[src/logic/fft_defs.svh]
`ifndef FFT_DEFS_SVH
`define FFT_DEFS_SVH

// sample and buffer geometry
`define FFT_W        16
`define FFT_LOG_MAX  6
`define FFT_ADDR_W   6

// quarter-wave table, angles 2*pi*i/64 for i = 0..16
`define FFT_TAB_LEN  17
`define FFT_TW_FRAC  14   // 1.0 == 2**14

// idle cycles after a pass until its last q write has landed
`define FFT_DRAIN    10

`endif
[src/twiddle.hex]
// columns: cos (high 16 bits) then sin (low 16 bits), angle 2*pi*i/64, 1.0 = 4000
40000000
3FB10646
3EC50C7C
3D3F1294
3B21187E
38711E2B
3537238E
3179289A
2D412D41
289A3179
238E3537
1E2B3871
187E3B21
12943D3F
0C7C3EC5
06463FB1
00004000

[src/logic/fft_pkg.sv]
`include "fft_defs.svh"

package fft_pkg;

    // buffer sample or table entry, same 32 bits
    typedef union packed {
        struct packed {
            logic signed [`FFT_W-1:0] im;
            logic signed [`FFT_W-1:0] re;
        } s;
        struct packed {
            logic signed [`FFT_W-1:0] cos;
            logic signed [`FFT_W-1:0] sin;
        } t;
    } cplx_word_u;

endpackage

[src/logic/fft_ifs.sv]
`include "fft_defs.svh"

// **********************************************************************
// sequencer -> fetch, one buffer read per item
// **********************************************************************
interface fft_issue_if;
    logic                      valid;
    logic [`FFT_ADDR_W-1:0]    rd_addr;
    logic                      second;   // b operand read
    logic                      copy;     // bit-reverse pass
    logic                      src_b;
    logic [`FFT_ADDR_W-1:0]    wr_addr;
    logic [`FFT_LOG_MAX-2:0]   tw_idx;   // 64-step scale

    modport source (output valid, rd_addr, second, copy, src_b, wr_addr, tw_idx);
    modport sink   (input  valid, rd_addr, second, copy, src_b, wr_addr, tw_idx);
endinterface

// **********************************************************************
// operand pair, fetch -> twiddle and twiddle -> butterfly
// **********************************************************************
interface fft_pair_if;
    import fft_pkg::*;

    logic                      valid;
    logic                      copy;
    logic                      dst_b;
    logic [2*`FFT_ADDR_W-1:0]  wr_addr;  // {step to q, p address}
    cplx_word_u                op_a;
    cplx_word_u                op_b;
    cplx_word_u                tw;       // table index before the twiddle stage

    modport source (output valid, copy, dst_b, wr_addr, op_a, op_b, tw);
    modport sink   (input  valid, copy, dst_b, wr_addr, op_a, op_b, tw);
endinterface

// **********************************************************************
// butterfly -> writeback
// **********************************************************************
interface fft_result_if;
    import fft_pkg::*;

    logic                      valid;
    logic                      copy;
    logic                      dst_b;
    logic [2*`FFT_ADDR_W-1:0]  wr_addr;
    cplx_word_u                res_p;
    cplx_word_u                res_q;

    modport source (output valid, copy, dst_b, wr_addr, res_p, res_q);
    modport sink   (input  valid, copy, dst_b, wr_addr, res_p, res_q);
endinterface

[src/logic/fft_top.sv]
`include "fft_defs.svh"

module fft_top (
    input  logic                    gated_clk,
    input  logic                    rst_n,
    input  logic                    start_i,
    input  logic                    ifft_i,
    input  logic [2:0]              fft_n_i,
    output logic                    busy_o,
    output logic                    result_in_b_o,
    output logic [`FFT_ADDR_W-1:0]  buf_a_raddr_o,
    output logic                    buf_a_re_o,
    input  logic [2*`FFT_W-1:0]     buf_a_rdata_i,
    output logic [`FFT_ADDR_W-1:0]  buf_a_waddr_o,
    output logic                    buf_a_we_o,
    output logic [2*`FFT_W-1:0]     buf_a_wdata_o,
    output logic [`FFT_ADDR_W-1:0]  buf_b_raddr_o,
    output logic                    buf_b_re_o,
    input  logic [2*`FFT_W-1:0]     buf_b_rdata_i,
    output logic [`FFT_ADDR_W-1:0]  buf_b_waddr_o,
    output logic                    buf_b_we_o,
    output logic [2*`FFT_W-1:0]     buf_b_wdata_o
);

    logic done;

    fft_issue_if  issue_if ();
    fft_pair_if   fetch_pair_if ();   // tw holds the table index here
    fft_pair_if   tw_pair_if ();
    fft_result_if result_if ();

    fft_sequencer i_sequencer (
        .gated_clk     (gated_clk),
        .rst_n         (rst_n),
        .start_i       (start_i),
        .fft_n_i       (fft_n_i),
        .done_i        (done),
        .busy_o        (busy_o),
        .result_in_b_o (result_in_b_o),
        .issue         (issue_if)
    );

    fft_fetch i_fetch (
        .gated_clk     (gated_clk),
        .rst_n         (rst_n),
        .issue         (issue_if),
        .buf_a_raddr_o (buf_a_raddr_o),
        .buf_a_re_o    (buf_a_re_o),
        .buf_a_rdata_i (buf_a_rdata_i),
        .buf_b_raddr_o (buf_b_raddr_o),
        .buf_b_re_o    (buf_b_re_o),
        .buf_b_rdata_i (buf_b_rdata_i),
        .pair          (fetch_pair_if)
    );

    fft_twiddle i_twiddle (
        .gated_clk (gated_clk),
        .rst_n     (rst_n),
        .ifft_i    (ifft_i),
        .pair_in   (fetch_pair_if),
        .pair_out  (tw_pair_if)
    );

    fft_butterfly i_butterfly (
        .gated_clk (gated_clk),
        .rst_n     (rst_n),
        .pair      (tw_pair_if),
        .result    (result_if)
    );

    fft_writeback i_writeback (
        .gated_clk     (gated_clk),
        .rst_n         (rst_n),
        .result        (result_if),
        .buf_a_waddr_o (buf_a_waddr_o),
        .buf_a_we_o    (buf_a_we_o),
        .buf_a_wdata_o (buf_a_wdata_o),
        .buf_b_waddr_o (buf_b_waddr_o),
        .buf_b_we_o    (buf_b_we_o),
        .buf_b_wdata_o (buf_b_wdata_o),
        .done_o        (done)
    );

endmodule

[src/logic/fft_writeback.sv]
`include "fft_defs.svh"

module fft_writeback (
    input  logic                    gated_clk,
    input  logic                    rst_n,
    fft_result_if.sink              result,
    output logic [`FFT_ADDR_W-1:0]  buf_a_waddr_o,
    output logic                    buf_a_we_o,
    output logic [2*`FFT_W-1:0]     buf_a_wdata_o,
    output logic [`FFT_ADDR_W-1:0]  buf_b_waddr_o,
    output logic                    buf_b_we_o,
    output logic [2*`FFT_W-1:0]     buf_b_wdata_o,
    output logic                    done_o
);

    import fft_pkg::*;

    localparam int AW = `FFT_ADDR_W;

    logic           wr_en;
    logic           wr_b;
    logic           q_pend;     // q goes out the cycle after p
    logic           copy_wr;
    logic [AW-1:0]  waddr;
    logic [AW-1:0]  q_addr;
    cplx_word_u     wdata;
    cplx_word_u     q_data;

    assign buf_a_we_o    = wr_en & ~wr_b;
    assign buf_b_we_o    = wr_en & wr_b;
    assign buf_a_waddr_o = waddr;
    assign buf_b_waddr_o = waddr;
    assign buf_a_wdata_o = wdata;
    assign buf_b_wdata_o = wdata;

    always_ff @(posedge gated_clk or negedge rst_n) begin
        if (!rst_n) begin
            wr_en   <= 1'b0;
            q_pend  <= 1'b0;
            copy_wr <= 1'b0;
            done_o  <= 1'b0;
        end else begin
            wr_en   <= result.valid | q_pend;
            q_pend  <= result.valid & ~result.copy;
            copy_wr <= result.valid & result.copy;
            // copy writes come back to back, the first gap ends the pass
            done_o  <= copy_wr & ~(result.valid & result.copy);
        end
    end

    always_ff @(posedge gated_clk) begin
        if (result.valid) begin
            wr_b   <= result.dst_b;
            waddr  <= result.wr_addr[AW-1:0];
            wdata  <= result.res_p;
            q_addr <= result.wr_addr[AW-1:0] + result.wr_addr[2*AW-1:AW];
            q_data <= result.res_q;
        end else begin
            waddr  <= q_addr;
            wdata  <= q_data;
        end
    end

    // issue spacing upstream keeps results away from a pending q
    a_no_overrun: assert property (@(posedge gated_clk) disable iff (!rst_n)
        result.valid |-> !q_pend);

endmodule

[src/logic/fft_butterfly.sv]
`include "fft_defs.svh"

module fft_butterfly (
    input  logic          gated_clk,
    input  logic          rst_n,
    fft_pair_if.sink      pair,
    fft_result_if.source  result
);

    import fft_pkg::*;

    localparam int W  = `FFT_W;
    localparam int AW = `FFT_ADDR_W;

    logic signed [2*W:0]  mul_re;
    logic signed [2*W:0]  mul_im;
    logic signed [W-1:0]  prod_re;
    logic signed [W-1:0]  prod_im;
    logic signed [W:0]    p_re;
    logic signed [W:0]    p_im;
    logic signed [W:0]    q_re;
    logic signed [W:0]    q_im;
    logic                 s1_vld;
    logic                 s1_copy;
    logic                 s1_dst_b;
    logic [2*AW-1:0]      s1_wr_addr;
    cplx_word_u           s1_a;

    // (s + 1) >>> 1, kept to W bits
    function automatic logic signed [W-1:0] half_rnd(input logic signed [W:0] s);
        logic [W+1:0] t;
        t = {s[W], s} + 1'b1;
        return t[W:1];
    endfunction

    assign mul_re = pair.op_b.s.re * pair.tw.s.re - pair.op_b.s.im * pair.tw.s.im;
    assign mul_im = pair.op_b.s.re * pair.tw.s.im + pair.op_b.s.im * pair.tw.s.re;

    assign p_re = s1_a.s.re + prod_re;
    assign p_im = s1_a.s.im + prod_im;
    assign q_re = s1_a.s.re - prod_re;
    assign q_im = s1_a.s.im - prod_im;

    always_ff @(posedge gated_clk or negedge rst_n) begin
        if (!rst_n) begin
            s1_vld       <= 1'b0;
            result.valid <= 1'b0;
        end else begin
            s1_vld       <= pair.valid;
            result.valid <= s1_vld;
        end
    end

    always_ff @(posedge gated_clk) begin
        // stage 1, product back to sample scale
        prod_re    <= W'(mul_re >>> `FFT_TW_FRAC);
        prod_im    <= W'(mul_im >>> `FFT_TW_FRAC);
        s1_a       <= pair.op_a;
        s1_copy    <= pair.copy;
        s1_dst_b   <= pair.dst_b;
        s1_wr_addr <= pair.wr_addr;
        // stage 2, sum and difference halved
        result.copy    <= s1_copy;
        result.dst_b   <= s1_dst_b;
        result.wr_addr <= s1_wr_addr;
        result.res_q.s.re <= half_rnd(q_re);
        result.res_q.s.im <= half_rnd(q_im);
        if (s1_copy) begin
            result.res_p <= s1_a;     // copy word untouched
        end else begin
            result.res_p.s.re <= half_rnd(p_re);
            result.res_p.s.im <= half_rnd(p_im);
        end
    end

endmodule

[src/logic/fft_twiddle.sv]
`include "fft_defs.svh"

module fft_twiddle (
    input  logic        gated_clk,
    input  logic        rst_n,
    input  logic        ifft_i,
    fft_pair_if.sink    pair_in,
    fft_pair_if.source  pair_out
);

    import fft_pkg::*;

    localparam int TW     = `FFT_LOG_MAX - 1;
    localparam int TAB_AW = $clog2(`FFT_TAB_LEN);
    localparam int QUART  = `FFT_TAB_LEN - 1;   // index of pi/2

    logic [2*`FFT_W-1:0]      tab [`FFT_TAB_LEN];
    logic [TW-1:0]            idx;
    logic                     fold;
    logic [TAB_AW-1:0]        tab_addr;
    cplx_word_u               entry;
    cplx_word_u               tw_word;
    logic signed [`FFT_W-1:0] cos_v;
    logic signed [`FFT_W-1:0] sin_v;

    initial begin
        $readmemh("/design/src/twiddle.hex", tab);
    end

    assign idx      = pair_in.tw[TW-1:0];
    assign fold     = idx > TW'(QUART);     // second quadrant
    assign tab_addr = fold ? TAB_AW'(idx - TW'(QUART)) : TAB_AW'(idx);
    assign entry    = tab[tab_addr];

    // cos(pi/2 + x) = -sin x, sin(pi/2 + x) = cos x
    assign cos_v = fold ? -entry.t.sin : entry.t.cos;
    assign sin_v = fold ? entry.t.cos : entry.t.sin;

    always_comb begin
        tw_word.s.re = cos_v;
        tw_word.s.im = ifft_i ? sin_v : -sin_v;   // e^-j for the forward transform
    end

    always_ff @(posedge gated_clk or negedge rst_n) begin
        if (!rst_n) begin
            pair_out.valid <= 1'b0;
        end else begin
            pair_out.valid <= pair_in.valid;
        end
    end

    always_ff @(posedge gated_clk) begin
        pair_out.copy    <= pair_in.copy;
        pair_out.dst_b   <= pair_in.dst_b;
        pair_out.wr_addr <= pair_in.wr_addr;
        pair_out.op_a    <= pair_in.op_a;
        pair_out.op_b    <= pair_in.op_b;
        pair_out.tw      <= tw_word;
    end

endmodule

[src/logic/fft_fetch.sv]
`include "fft_defs.svh"

module fft_fetch (
    input  logic                    gated_clk,
    input  logic                    rst_n,
    fft_issue_if.sink               issue,
    output logic [`FFT_ADDR_W-1:0]  buf_a_raddr_o,
    output logic                    buf_a_re_o,
    input  logic [2*`FFT_W-1:0]     buf_a_rdata_i,
    output logic [`FFT_ADDR_W-1:0]  buf_b_raddr_o,
    output logic                    buf_b_re_o,
    input  logic [2*`FFT_W-1:0]     buf_b_rdata_i,
    fft_pair_if.source              pair
);

    import fft_pkg::*;

    localparam int AW = `FFT_ADDR_W;
    localparam int TW = `FFT_LOG_MAX - 1;

    logic           vld_d;
    logic           second_d;
    logic           copy_d;
    logic           src_b_d;
    logic [AW-1:0]  rd_addr_d;
    logic [AW-1:0]  wr_addr_d;
    logic [AW-1:0]  a_wr_hold;
    logic [TW-1:0]  tw_idx_d;
    cplx_word_u     rd_word;
    cplx_word_u     a_hold;

    assign buf_a_raddr_o = issue.rd_addr;
    assign buf_b_raddr_o = issue.rd_addr;
    assign buf_a_re_o    = issue.valid & ~issue.src_b;
    assign buf_b_re_o    = issue.valid & issue.src_b;

    assign rd_word = src_b_d ? buf_b_rdata_i : buf_a_rdata_i;

    always_ff @(posedge gated_clk or negedge rst_n) begin
        if (!rst_n) begin
            vld_d      <= 1'b0;
            pair.valid <= 1'b0;
        end else begin
            vld_d      <= issue.valid;
            pair.valid <= vld_d & (second_d | copy_d);   // a alone never goes out
        end
    end

    // item fields follow the one-cycle read latency
    always_ff @(posedge gated_clk) begin
        second_d  <= issue.second;
        copy_d    <= issue.copy;
        src_b_d   <= issue.src_b;
        rd_addr_d <= issue.rd_addr;
        wr_addr_d <= issue.wr_addr;
        tw_idx_d  <= issue.tw_idx;
        if (vld_d && !second_d && !copy_d) begin
            a_hold    <= rd_word;
            a_wr_hold <= wr_addr_d;
        end
        if (vld_d && (second_d || copy_d)) begin
            pair.copy  <= copy_d;
            pair.dst_b <= ~src_b_d;
            pair.op_a  <= copy_d ? rd_word : a_hold;
            pair.op_b  <= rd_word;
            // step is the distance from a to b, zero for a copy
            pair.wr_addr <= copy_d ? {AW'(0), wr_addr_d} :
                                     {rd_addr_d - a_wr_hold, a_wr_hold};
            pair.tw      <= {{(2*`FFT_W-TW){1'b0}}, tw_idx_d};
        end
    end

    // a b read always follows its a read on the same buffer
    a_b_follows_a: assert property (@(posedge gated_clk) disable iff (!rst_n)
        (issue.valid && issue.second) |->
            ($past(issue.valid && !issue.second && !issue.copy) &&
             $past(issue.src_b) == issue.src_b));

endmodule

[src/logic/fft_sequencer.sv]
`include "fft_defs.svh"

module fft_sequencer (
    input  logic        gated_clk,
    input  logic        rst_n,
    input  logic        start_i,
    input  logic [2:0]  fft_n_i,
    input  logic        done_i,
    output logic        busy_o,
    output logic        result_in_b_o,
    fft_issue_if.source issue
);

    localparam int AW = `FFT_ADDR_W;
    localparam int DW = $clog2(`FFT_DRAIN + 1);

    localparam logic [2:0] ST_IDLE  = 3'd0;
    localparam logic [2:0] ST_PASS  = 3'd1;
    localparam logic [2:0] ST_DRAIN = 3'd2;
    localparam logic [2:0] ST_COPY  = 3'd3;
    localparam logic [2:0] ST_FINAL = 3'd4;

    logic [2:0]     state;
    logic [2:0]     n_q;
    logic [2:0]     stage;      // loop0
    logic [AW-2:0]  grp;        // loop1
    logic [AW-2:0]  bfly;       // loop2
    logic           second;
    logic           src_b;
    logic [DW-1:0]  drain_cnt;
    logic [AW-1:0]  copy_idx;
    logic [AW-1:0]  a_addr;
    logic [AW-1:0]  half;
    logic [AW-1:0]  rev_full;
    logic [AW-2:0]  grp_rev;
    logic           in_copy;
    logic           grp_last;
    logic           bfly_last;
    logic           stage_last;
    logic           copy_last;

    // group base plus butterfly offset, b sits half a span above
    assign a_addr = ({1'b0, grp} << (n_q - stage)) + {1'b0, bfly};
    assign half   = AW'(1) << (n_q - 3'd1 - stage);

    assign grp_last   = grp == (AW-1)'((AW'(1) << stage) - AW'(1));
    assign bfly_last  = {1'b0, bfly} == half - AW'(1);
    assign stage_last = stage == n_q - 3'd1;
    assign copy_last  = copy_idx == (AW'(1) << n_q) - AW'(1);

    always_comb begin
        for (int i = 0; i < AW; i++) begin
            rev_full[i] = copy_idx[AW-1-i];
        end
        for (int i = 0; i < AW-1; i++) begin
            grp_rev[i] = grp[AW-2-i];   // bit-reversed group gives the twiddle
        end
    end

    assign in_copy       = state == ST_COPY;
    assign issue.valid   = (state == ST_PASS) || in_copy;
    assign issue.copy    = in_copy;
    assign issue.second  = second;
    assign issue.src_b   = src_b;
    assign issue.tw_idx  = grp_rev;
    assign issue.wr_addr = in_copy ? copy_idx : a_addr;
    assign issue.rd_addr = in_copy ? (rev_full >> (AW - n_q)) :
                           (second ? a_addr + half : a_addr);

    always_ff @(posedge gated_clk or negedge rst_n) begin
        if (!rst_n) begin
            state         <= ST_IDLE;
            busy_o        <= 1'b0;
            result_in_b_o <= 1'b0;
            n_q           <= '0;
            stage         <= '0;
            grp           <= '0;
            bfly          <= '0;
            second        <= 1'b0;
            src_b         <= 1'b0;
            drain_cnt     <= '0;
            copy_idx      <= '0;
        end else begin
            case (state)
                ST_IDLE: begin
                    if (start_i) begin
                        busy_o        <= 1'b1;
                        result_in_b_o <= ~fft_n_i[0];   // n+1 passes, even n ends in b
                        n_q           <= fft_n_i;
                        stage         <= '0;
                        grp           <= '0;
                        bfly          <= '0;
                        second        <= 1'b0;
                        src_b         <= 1'b0;
                        copy_idx      <= '0;
                        state         <= ST_PASS;
                    end
                end
                ST_PASS: begin
                    second <= ~second;
                    if (second) begin
                        bfly <= bfly_last ? '0 : bfly + 1'b1;
                        if (bfly_last) begin
                            grp <= grp_last ? '0 : grp + 1'b1;
                            if (grp_last) begin
                                drain_cnt <= DW'(`FFT_DRAIN - 1);
                                state     <= ST_DRAIN;
                            end
                        end
                    end
                end
                ST_DRAIN: begin
                    drain_cnt <= drain_cnt - 1'b1;
                    if (drain_cnt == '0) begin
                        src_b <= ~src_b;        // ping-pong
                        stage <= stage + 1'b1;
                        state <= stage_last ? ST_COPY : ST_PASS;
                    end
                end
                ST_COPY: begin
                    copy_idx <= copy_idx + 1'b1;
                    if (copy_last) begin
                        state <= ST_FINAL;
                    end
                end
                ST_FINAL: begin
                    if (done_i) begin
                        busy_o <= 1'b0;
                        state  <= ST_IDLE;
                    end
                end
                default: state <= ST_IDLE;
            endcase
        end
    end

    a_start_n_range: assert property (@(posedge gated_clk) disable iff (!rst_n)
        (state == ST_IDLE && start_i) |-> (fft_n_i >= 3'd2 && fft_n_i <= `FFT_LOG_MAX));

endmodule

[config.mk]
export PLATFORM = sky130hd
export DESIGN_NAME = fft_top
export DESIGN_NICKNAME = d
export VERILOG_FILES = /design/src/logic/fft_pkg.sv /design/src/logic/fft_ifs.sv /design/src/logic/fft_top.sv /design/src/logic/fft_writeback.sv /design/src/logic/fft_butterfly.sv /design/src/logic/fft_twiddle.sv /design/src/logic/fft_fetch.sv /design/src/logic/fft_sequencer.sv
export VERILOG_INCLUDE_DIRS = /design/src /design/src/logic
export SDC_FILE = /design/constraint.sdc
export NUM_CORES = 1
export LEC_CHECK = 0
export ABC_AREA = 1
export BUFFER_PORTS_ARGS = -buffer_cell sky130_fd_sc_hd__buf_2
export CAP_MARGIN = 5
export CORE_AREA = 2 2 205 207
export CTS_BUF_LIST = sky130_fd_sc_hd__clkbuf_4 sky130_fd_sc_hd__clkbuf_8 sky130_fd_sc_hd__clkbuf_16
export CTS_CLUSTER_DIAMETER = 200
export DETAILED_ROUTE_END_ITERATION = 16
export DIE_AREA = 0 0 207 209
export RECOVER_POWER = 100
export SLEW_MARGIN = 20
export SYNTH_ARGS = -nofsm -noshare
export SYNTH_HDL_FRONTEND = slang
export SYNTH_SLANG_ARGS = --single-unit
export TNS_END_PERCENT = 5
[constraint.sdc]
create_clock -name gated_clk -period 10.78 [get_ports gated_clk]
set_input_delay 1.617 -clock gated_clk [delete_from_list [all_inputs] [get_ports gated_clk]]
set_output_delay 1.617 -clock gated_clk [all_outputs]
set_load 0.01 [all_outputs]
# Word level (Yosys, flattened, before mapping)
# Cells that the tools add are included.
# op_classes
add_sub_neg	28
n_mul	4
magnitude_cmp	1
eq_ne	15
n_shift	5
muxes	45
bitwise_logic	17
reduce_logical	23
# ops
cell	n
two-way mux 32 bit	4
multiplier 16 x 16 -> 30 bit	4
adder 17 x 2 -> 17 bit, second input constant	4
two-way mux 16 bit	3
two-way mux 6 bit	6
adder 16 x 16 -> 17 bit	2
subtractor 16 x 16 -> 17 bit	2
>> shifter 6 x 32 -> 6 bit	1
adder 30 bit	1
two-way mux 5 bit	6
subtractor 30 bit	1
two-way mux 3 bit	9
case mux 5 bit (2 select lines)	2
negation 16 bit	1
negation 16 bit, first input constant	1
case mux 3 bit (5 select lines)	1
adder 6 bit	2
two-way mux 4 bit	3
case mux 6 bit (2 select lines)	1
left shift 1 x 3 -> 6 bit, first input constant	2
subtractor 6 x 1 -> 6 bit, second input constant	2
adder 5 x 1 -> 5 bit, second input constant	2
!= test 2 x 1 -> 1 bit, second input constant	5
nonzero test 2 bit	5
other kinds (37)	68
# totals
register_bits	526
inputBits	71
out_inout_bits	94
elab_cells	195

# Logic depth before layout (Yosys ltp)
# depth
ltp_word	8
depth_mapped	24
mapped_depth_nobuf	22

# Cells and area by module
# From an unflattened synthesis, not the netlist that was laid out.
# unflattened
hier_cells	7108
hier_area_um2	60287.8
# by_module_without_submodules
module	instances	cells_each	area_each_um2	seq_area_each_um2
fft_butterfly	1	5802	46552.1	3173.0
fft_fetch	1	436	5537.8	4083.9
fft_sequencer	1	476	3325.7	825.8
fft_writeback	1	282	3041.7	2031.9
fft_twiddle	1	112	1830.5	1586.5

# Worst setup path before layout
# Ideal clock, no wire load.
# synth_path
kind	register to output
startpoint	register i_sequencer.n_q[0]
endpoint	output buf_b_raddr_o[5]
t_arrival_ns	3.949
required_ns	9.163
slack_ns	5.214
stages_incl_launch_ff	20
n_path_buf	1
path_cell_list	dfrtp_1 -> inv_1 -> ha_1 -> fa_1 -> xor2_1 -> inv_1 -> nor2_1 -> ha_1 -> inv_1 -> fa_1 -> xnor2_1 -> ha_1 -> a21oi_1 -> nand2_1 -> nand2_1 -> nand2_1 -> a21oi_1 -> o21ai_0 -> o211ai_1 -> buf_4
# synth_between
elab_chain_len	6
elab_cells_between_ends	11
classes_between	add/sub: 6; shift: 3; mux: 2
# synth_lines
item	line	text
from (decl)	fft_sequencer.sv:24	logic [2:0] n_q;
from (signal assigned)	fft_sequencer.sv:89	n_q <= fft_n_i;
subtractor 3 bit or subtractor 3 x 1 -> 3 bit (tied branches)	fft_sequencer.sv:43, fft_sequencer.sv:44	
left shift 5 x 3 -> 6 bit or subtractor 3 bit (tied branches)	fft_sequencer.sv:43, fft_sequencer.sv:44	
adder 6 x 5 -> 6 bit or left shift 1 x 3 -> 6 bit (tied branches)	fft_sequencer.sv:43, fft_sequencer.sv:44	
adder 6 bit	fft_sequencer.sv:68	(second ? a_addr + half : a_addr);
two-way mux 6 bit	fft_sequencer.sv:68	
two-way mux 6 bit (*)	fft_sequencer.sv:67	assign issue.rd_addr = in_copy ? (rev_full >> (AW - n_q)) :
to (decl)	fft_top.sv:17	output logic [`FFT_ADDR_W-1:0] buf_b_raddr_o,
# Mark *: on every way between the ends. The rest lies on a longest branch, timed or not.

# Worst setup path in the final report
# layout_path
startpoint	register i_sequencer.n_q[0]
endpoint	output buf_a_raddr_o[5]
# layout_between
elab_chain_len	6
elab_cells_between_ends	11
classes_between	add/sub: 6; shift: 3; mux: 2
# layout_lines
item	line	text
subtractor 3 bit or subtractor 3 x 1 -> 3 bit (tied branches)	fft_sequencer.sv:43, fft_sequencer.sv:44	
left shift 5 x 3 -> 6 bit or subtractor 3 bit (tied branches)	fft_sequencer.sv:43, fft_sequencer.sv:44	
adder 6 x 5 -> 6 bit or left shift 1 x 3 -> 6 bit (tied branches)	fft_sequencer.sv:43, fft_sequencer.sv:44	
adder 6 bit	fft_sequencer.sv:68	
two-way mux 6 bit	fft_sequencer.sv:68	
two-way mux 6 bit (*)	fft_sequencer.sv:67	
to (decl)	fft_top.sv:11	output logic [`FFT_ADDR_W-1:0] buf_a_raddr_o,
# Marks and branches as above.

==> run summary <==
RUN STATUS
----------------------------------------------------------------------------------------
Result of the run ......................................................... finished with violations
Violated checks ........................................................... capacitance limit, slew limit

YOSYS
----------------------------------------------------------------------------------------
Area fraction of the dominant cell type after synthesis ...................        27.5%
Asr flop ratio synth ......................................................        10.8%
Count of cell types in the netlist ........................................           50
Number of instances in the synthesized netlist ............................        1,641
Number of enable-type register cells in the synthesized netlist ...........          123
Yosys synthesis warning count .............................................            0
Dominant synthesized flop cell ............................................ sky130_fd_sc_hd__dfxtp_1
Seq cells post-synth ......................................................          388
Largest cells by area after synthesis ..................................... sky130_fd_sc_hd__dfxtp_1 27%, sky130_fd_sc_hd__edfxtp_1 23%, sky130_fd_sc_hd__nand2_1 9.3%, sky130_fd_sc_hd__ha_1 7.8%, sky130_fd_sc_hd__dfrtp_1 6.5%
Most common cell in the netlist ........................................... sky130_fd_sc_hd__nand2_1
Most area-hungry cell type in the Yosys netlist ........................... sky130_fd_sc_hd__dfxtp_1
Portion of the post-synthesis area used by sequential elements ............        56.7%
Most used standard cells in the synthesized netlist ....................... 402 x sky130_fd_sc_hd__nand2_1, 223 x sky130_fd_sc_hd__dfxtp_1, 143 x sky130_fd_sc_hd__inv_1
Syn Nets ..................................................................        1,819
Avg Synthesized Cell Area .................................................    9.90 um^2
Total standard cell area after synthesis ..................................  16,200 um^2

DETAILED ROUTING
----------------------------------------------------------------------------------------
Detailed-routing iteration count for the pre-antenna-repair pass ..........            5
DRC viols .................................................................            0
DR WL/cell ................................................................      13.9 um
Antenna viol nets, final ..................................................            0
Initial DRC Count .........................................................          457
Per-cell via count in the routed design ...................................         4.59
Routed vias ...............................................................       10,800
Routed WL .................................................................    32,700 um

GRT
----------------------------------------------------------------------------------------
Number of global-route vias before repair .................................       10,500
Leftover overflow at the end of global routing ............................            0
Antenna violations before repair ..........................................            0
Pin count of the biggest net entering global routing ......................           80
Global-route wire length before repair ....................................    53,100 um
GRT Total Usage ...........................................................        15.2%

CRITICAL PATH
----------------------------------------------------------------------------------------
Ordered list of cells on the worst path ................................... inv_1, ha_1, fa_1, xor2_1, inv_1, nor2_1, ha_1, inv_1, fa_1, xnor2_1, ha_1, a21oi_1, nand2_1, nand2_1, nand2_1, a21oi_1, o21ai_0, o211ai_1, clkbuf_1
Slowest stage delay, CP ...................................................      0.54 ns
CP max-delay cell ......................................................... sky130_fd_sc_hd__dfrtp_1
Type of the worst setup path .............................................. flop to output port
Number of buffers and inverters on the critical path ......................            4
Type of element launching the critical path ...............................         flop
WP data arrival ...........................................................      5.09 ns
Cell family contributing the most delay on the critical path ..............  adder cells
CP Capture Type ...........................................................  output port
Worst EP required .........................................................      9.16 ns
Highest net fanout along the worst path ...................................           12

CLOCK NETWORK
----------------------------------------------------------------------------------------
Clk Tree Root Cell ........................................................ sky130_fd_sc_hd__clkbuf_16
H-tree lvl count ..........................................................            2
TritonCTS clock tree ......................................................          yes
Clock transition at the registers of the reported paths ...................      0.07 ns
Post-CTS Setup Repair Bufs ................................................            0
Total CTS buffers .........................................................           42
Clock latency reported for the late side of the worst-skew pair ...........      0.56 ns
Clock Sinks ...............................................................          388
Maximum buffer depth of the clock tree ....................................            3
Total of cells resized after clock tree synthesis .........................            0
Number of buffers added to fix hold violations after cts ..................            0

FINISH
----------------------------------------------------------------------------------------
Layout cell share with drive strength beyond 1 ............................        10.4%
ANT cells .................................................................            0
Area added between synthesis and finish ...................................        14.1%
Final instance area .......................................................  18,500 um^2
Final net count ...........................................................        1,955

TIMING
----------------------------------------------------------------------------------------
Final number of hold-violating endpoints ..................................            0
Final-report max-slew violation count .....................................          337
Unrepaired setup endpoints after global routing ...........................           no
Normalized max-slew margin ................................................        -148%
Maximum achievable frequency ..............................................      149 MHz
Final count of negative-setup-slack endpoints .............................            0
TNS Setup .................................................................         0 ns
Post-Route Skew ...........................................................    0.0231 ns
Transition time at the pin with the least slew margin .....................      3.72 ns
Minimum period implied by the final worst setup slack .....................      6.71 ns
Portion of the clock cycle consumed by the worst path in the final layout .        62.2%

PLACED DESIGN
----------------------------------------------------------------------------------------
Detailed Place HPWL .......................................................    23,400 um
Final weighted congestion in routability-driven placement .................        0.855
Count of buffers inserted at the top-level ports ..........................          163
Instance area after placement .............................................  17,300 um^2

FLOORPLAN
----------------------------------------------------------------------------------------
Die boundary width ........................................................       207 um
Num rows ..................................................................           75
Chip Height ...............................................................       209 um
Ports placed on the boundary ..............................................          165
Initial standard-cell utilization of the core .............................        39.4%
Die area ..................................................................  43,300 um^2
Area of the placeable core ................................................  41,300 um^2

MIN PATH
----------------------------------------------------------------------------------------
Path type of the worst min-delay path ..................................... flop to flop

POWER
----------------------------------------------------------------------------------------
Worst-case vdd ir drop ....................................................   0.000168 V
Total leakage power .......................................................      8.38 nW
P per Cell Area ...........................................................  388 nW/um^2

FLOW RUN
----------------------------------------------------------------------------------------
Maximum Capacitance Violations ............................................            7

-- worst register-to-register path, stage by stage, from the launching register on --
cell                       delay [ns]
sky130_fd_sc_hd__dfxtp_1         0.41
sky130_fd_sc_hd__clkbuf_1        2.53
sky130_fd_sc_hd__nor2_1          0.37
sky130_fd_sc_hd__nor2_4          0.18
sky130_fd_sc_hd__clkbuf_1        1.95
-- cell families after synthesis --
kind of cell	synth area share (%)
simple gates	15.8
buf+inv	6.47
xor+xnor	4.29
fa+ha+maj	8.52
compound gates	8.26
flops	56.7
-- per-layer routing --
metal	vias to the layer above	global-route usage, %	share of wire (%)
met5	-	0	0
met1	4919	19.4	47
li1	5607	-	-
met3	64	3.05	3.7
met2	190	24.9	46
met4	0	6.72	3.3
-- power breakdown --
group	switching, W	leakage (nW)	internal [W]
sequential	0.000336	3.59	0.00243
clock	0.000590	0.696	0.000861
combinational	0.00194	4.10	0.00104
total	0.00287	8.38	0.00433
-- flip-flops by register name, indices dropped and copies added (netlist names), 6 cells and up --
| register | flops |
|---|---|
| i_writeback.q_data | 32 |
| i_fetch.a_hold | 32 |
| i_fetch.wr_addr_d | 6 |
| i_fetch.rd_addr_d | 6 |
| i_fetch.a_wr_hold | 6 |
| i_sequencer.copy_idx | 6 |
| i_fetch.pair.wr_addr | 12 |
| i_twiddle.pair_out.op_a | 32 |
| i_butterfly.s1_a | 32 |
| i_butterfly.result.res_q | 32 |
| i_writeback.buf_a_waddr_o | 6 |
| i_twiddle.pair_out.wr_addr | 12 |
| i_butterfly.result.wr_addr | 12 |
| i_butterfly.result.res_p | 32 |
| i_writeback.buf_a_wdata_o | 32 |
| i_fetch.pair.op_a | 32 |
| i_writeback.q_addr | 6 |
| i_butterfly.s1_wr_addr | 12 |
-- layout by cell type, fill, tap and decap left out, types with 5 or more instances in the layout --
| cell | netlist | final |
|---|---|---|
| sky130_fd_sc_hd__o21ai_0 | 95 | 101 |
| sky130_fd_sc_hd__clkinvlp_4 | 0 | 6 |
| sky130_fd_sc_hd__clkbuf_1 | 30 | 102 |
| sky130_fd_sc_hd__buf_2 | 1 | 68 |
| sky130_fd_sc_hd__dfrtp_1 | 42 | 41 |
| sky130_fd_sc_hd__nand2_4 | 6 | 5 |
| sky130_fd_sc_hd__xor2_1 | 58 | 58 |
| sky130_fd_sc_hd__nand3_2 | 6 | 6 |
| sky130_fd_sc_hd__a211oi_1 | 5 | 5 |
| sky130_fd_sc_hd__xnor2_1 | 19 | 19 |
| sky130_fd_sc_hd__clkinv_2 | 0 | 8 |
| sky130_fd_sc_hd__ha_1 | 101 | 101 |
| sky130_fd_sc_hd__nand4_1 | 12 | 12 |
| sky130_fd_sc_hd__nor3_1 | 7 | 7 |
| sky130_fd_sc_hd__edfxtp_1 | 123 | 123 |
| sky130_fd_sc_hd__o21bai_1 | 9 | 9 |
| sky130_fd_sc_hd__dfxtp_1 | 223 | 223 |
| sky130_fd_sc_hd__nand3_1 | 41 | 41 |
| sky130_fd_sc_hd__clkbuf_16 | 0 | 44 |
| sky130_fd_sc_hd__nand2_2 | 16 | 16 |
| sky130_fd_sc_hd__a21oi_1 | 61 | 61 |
| sky130_fd_sc_hd__nand2_1 | 402 | 405 |
| sky130_fd_sc_hd__a31oi_1 | 36 | 36 |
| sky130_fd_sc_hd__nor2_1 | 97 | 97 |
| sky130_fd_sc_hd__inv_1 | 143 | 143 |
| sky130_fd_sc_hd__fa_1 | 6 | 6 |
-- path summary, 6_finish.rpt --
check	from	end	slack (ns)	cells past startpoint
max	i_sequencer.n_q[0]$_DFFE_PN0P_	buf_a_raddr_o[5]	4.07	19
min	i_twiddle.pair_out.op_a[4]$_DFF_P_	i_butterfly.s1_a[4]$_DFF_P_	0.31	0
max reg2reg	i_fetch.copy_d$_DFF_P_	i_fetch.pair.op_a[27]$_DFFE_PP_	4.86	4
min reg2reg	i_twiddle.pair_out.op_a[4]$_DFF_P_	i_butterfly.s1_a[4]$_DFF_P_	0.31	0
max in group asynchronous	rst_n	i_butterfly.result.valid$_DFF_PN0_	7.23	2
min in group asynchronous	rst_n	i_sequencer.n_q[1]$_DFFE_PN0P_	1.91	2
-- cell type report --
| type | instances | area (um^2) |
|---|---|---|
| inverters | 148 | 558 |
| clock buffers | 52 | 1190 |
| well taps | 539 | 674 |
| repair buffers | 173 | 746 |
| multi-input cells | 1024 | 5930 |
| clock inverters | 25 | 238 |
| fillers | 4058 | 22700 |
| flip-flops and latches | 388 | 9210 |
-- per-stage QoR --
stage | setup slack, ns | utilization, % | std cells | hold WS [ns] | power, W
floorplan | 5.21 | - | 1641 | 0.310 | 0.00508
global placement | 4.66 | 42.0 | 2272 | 0.311 | 0.00581
detailed placement | 4.67 | 42.0 | 2272 | 0.312 | 0.00589
CTS | 4.02 | 45.4 | 2349 | 0.313 | 0.00737
global route | 3.49 | 44.9 | 2349 | 0.327 | 0.00784
finish | 4.07 | 44.9 | 2349 | 0.313 | 0.00720
Power figures use the tool's default switching activity.
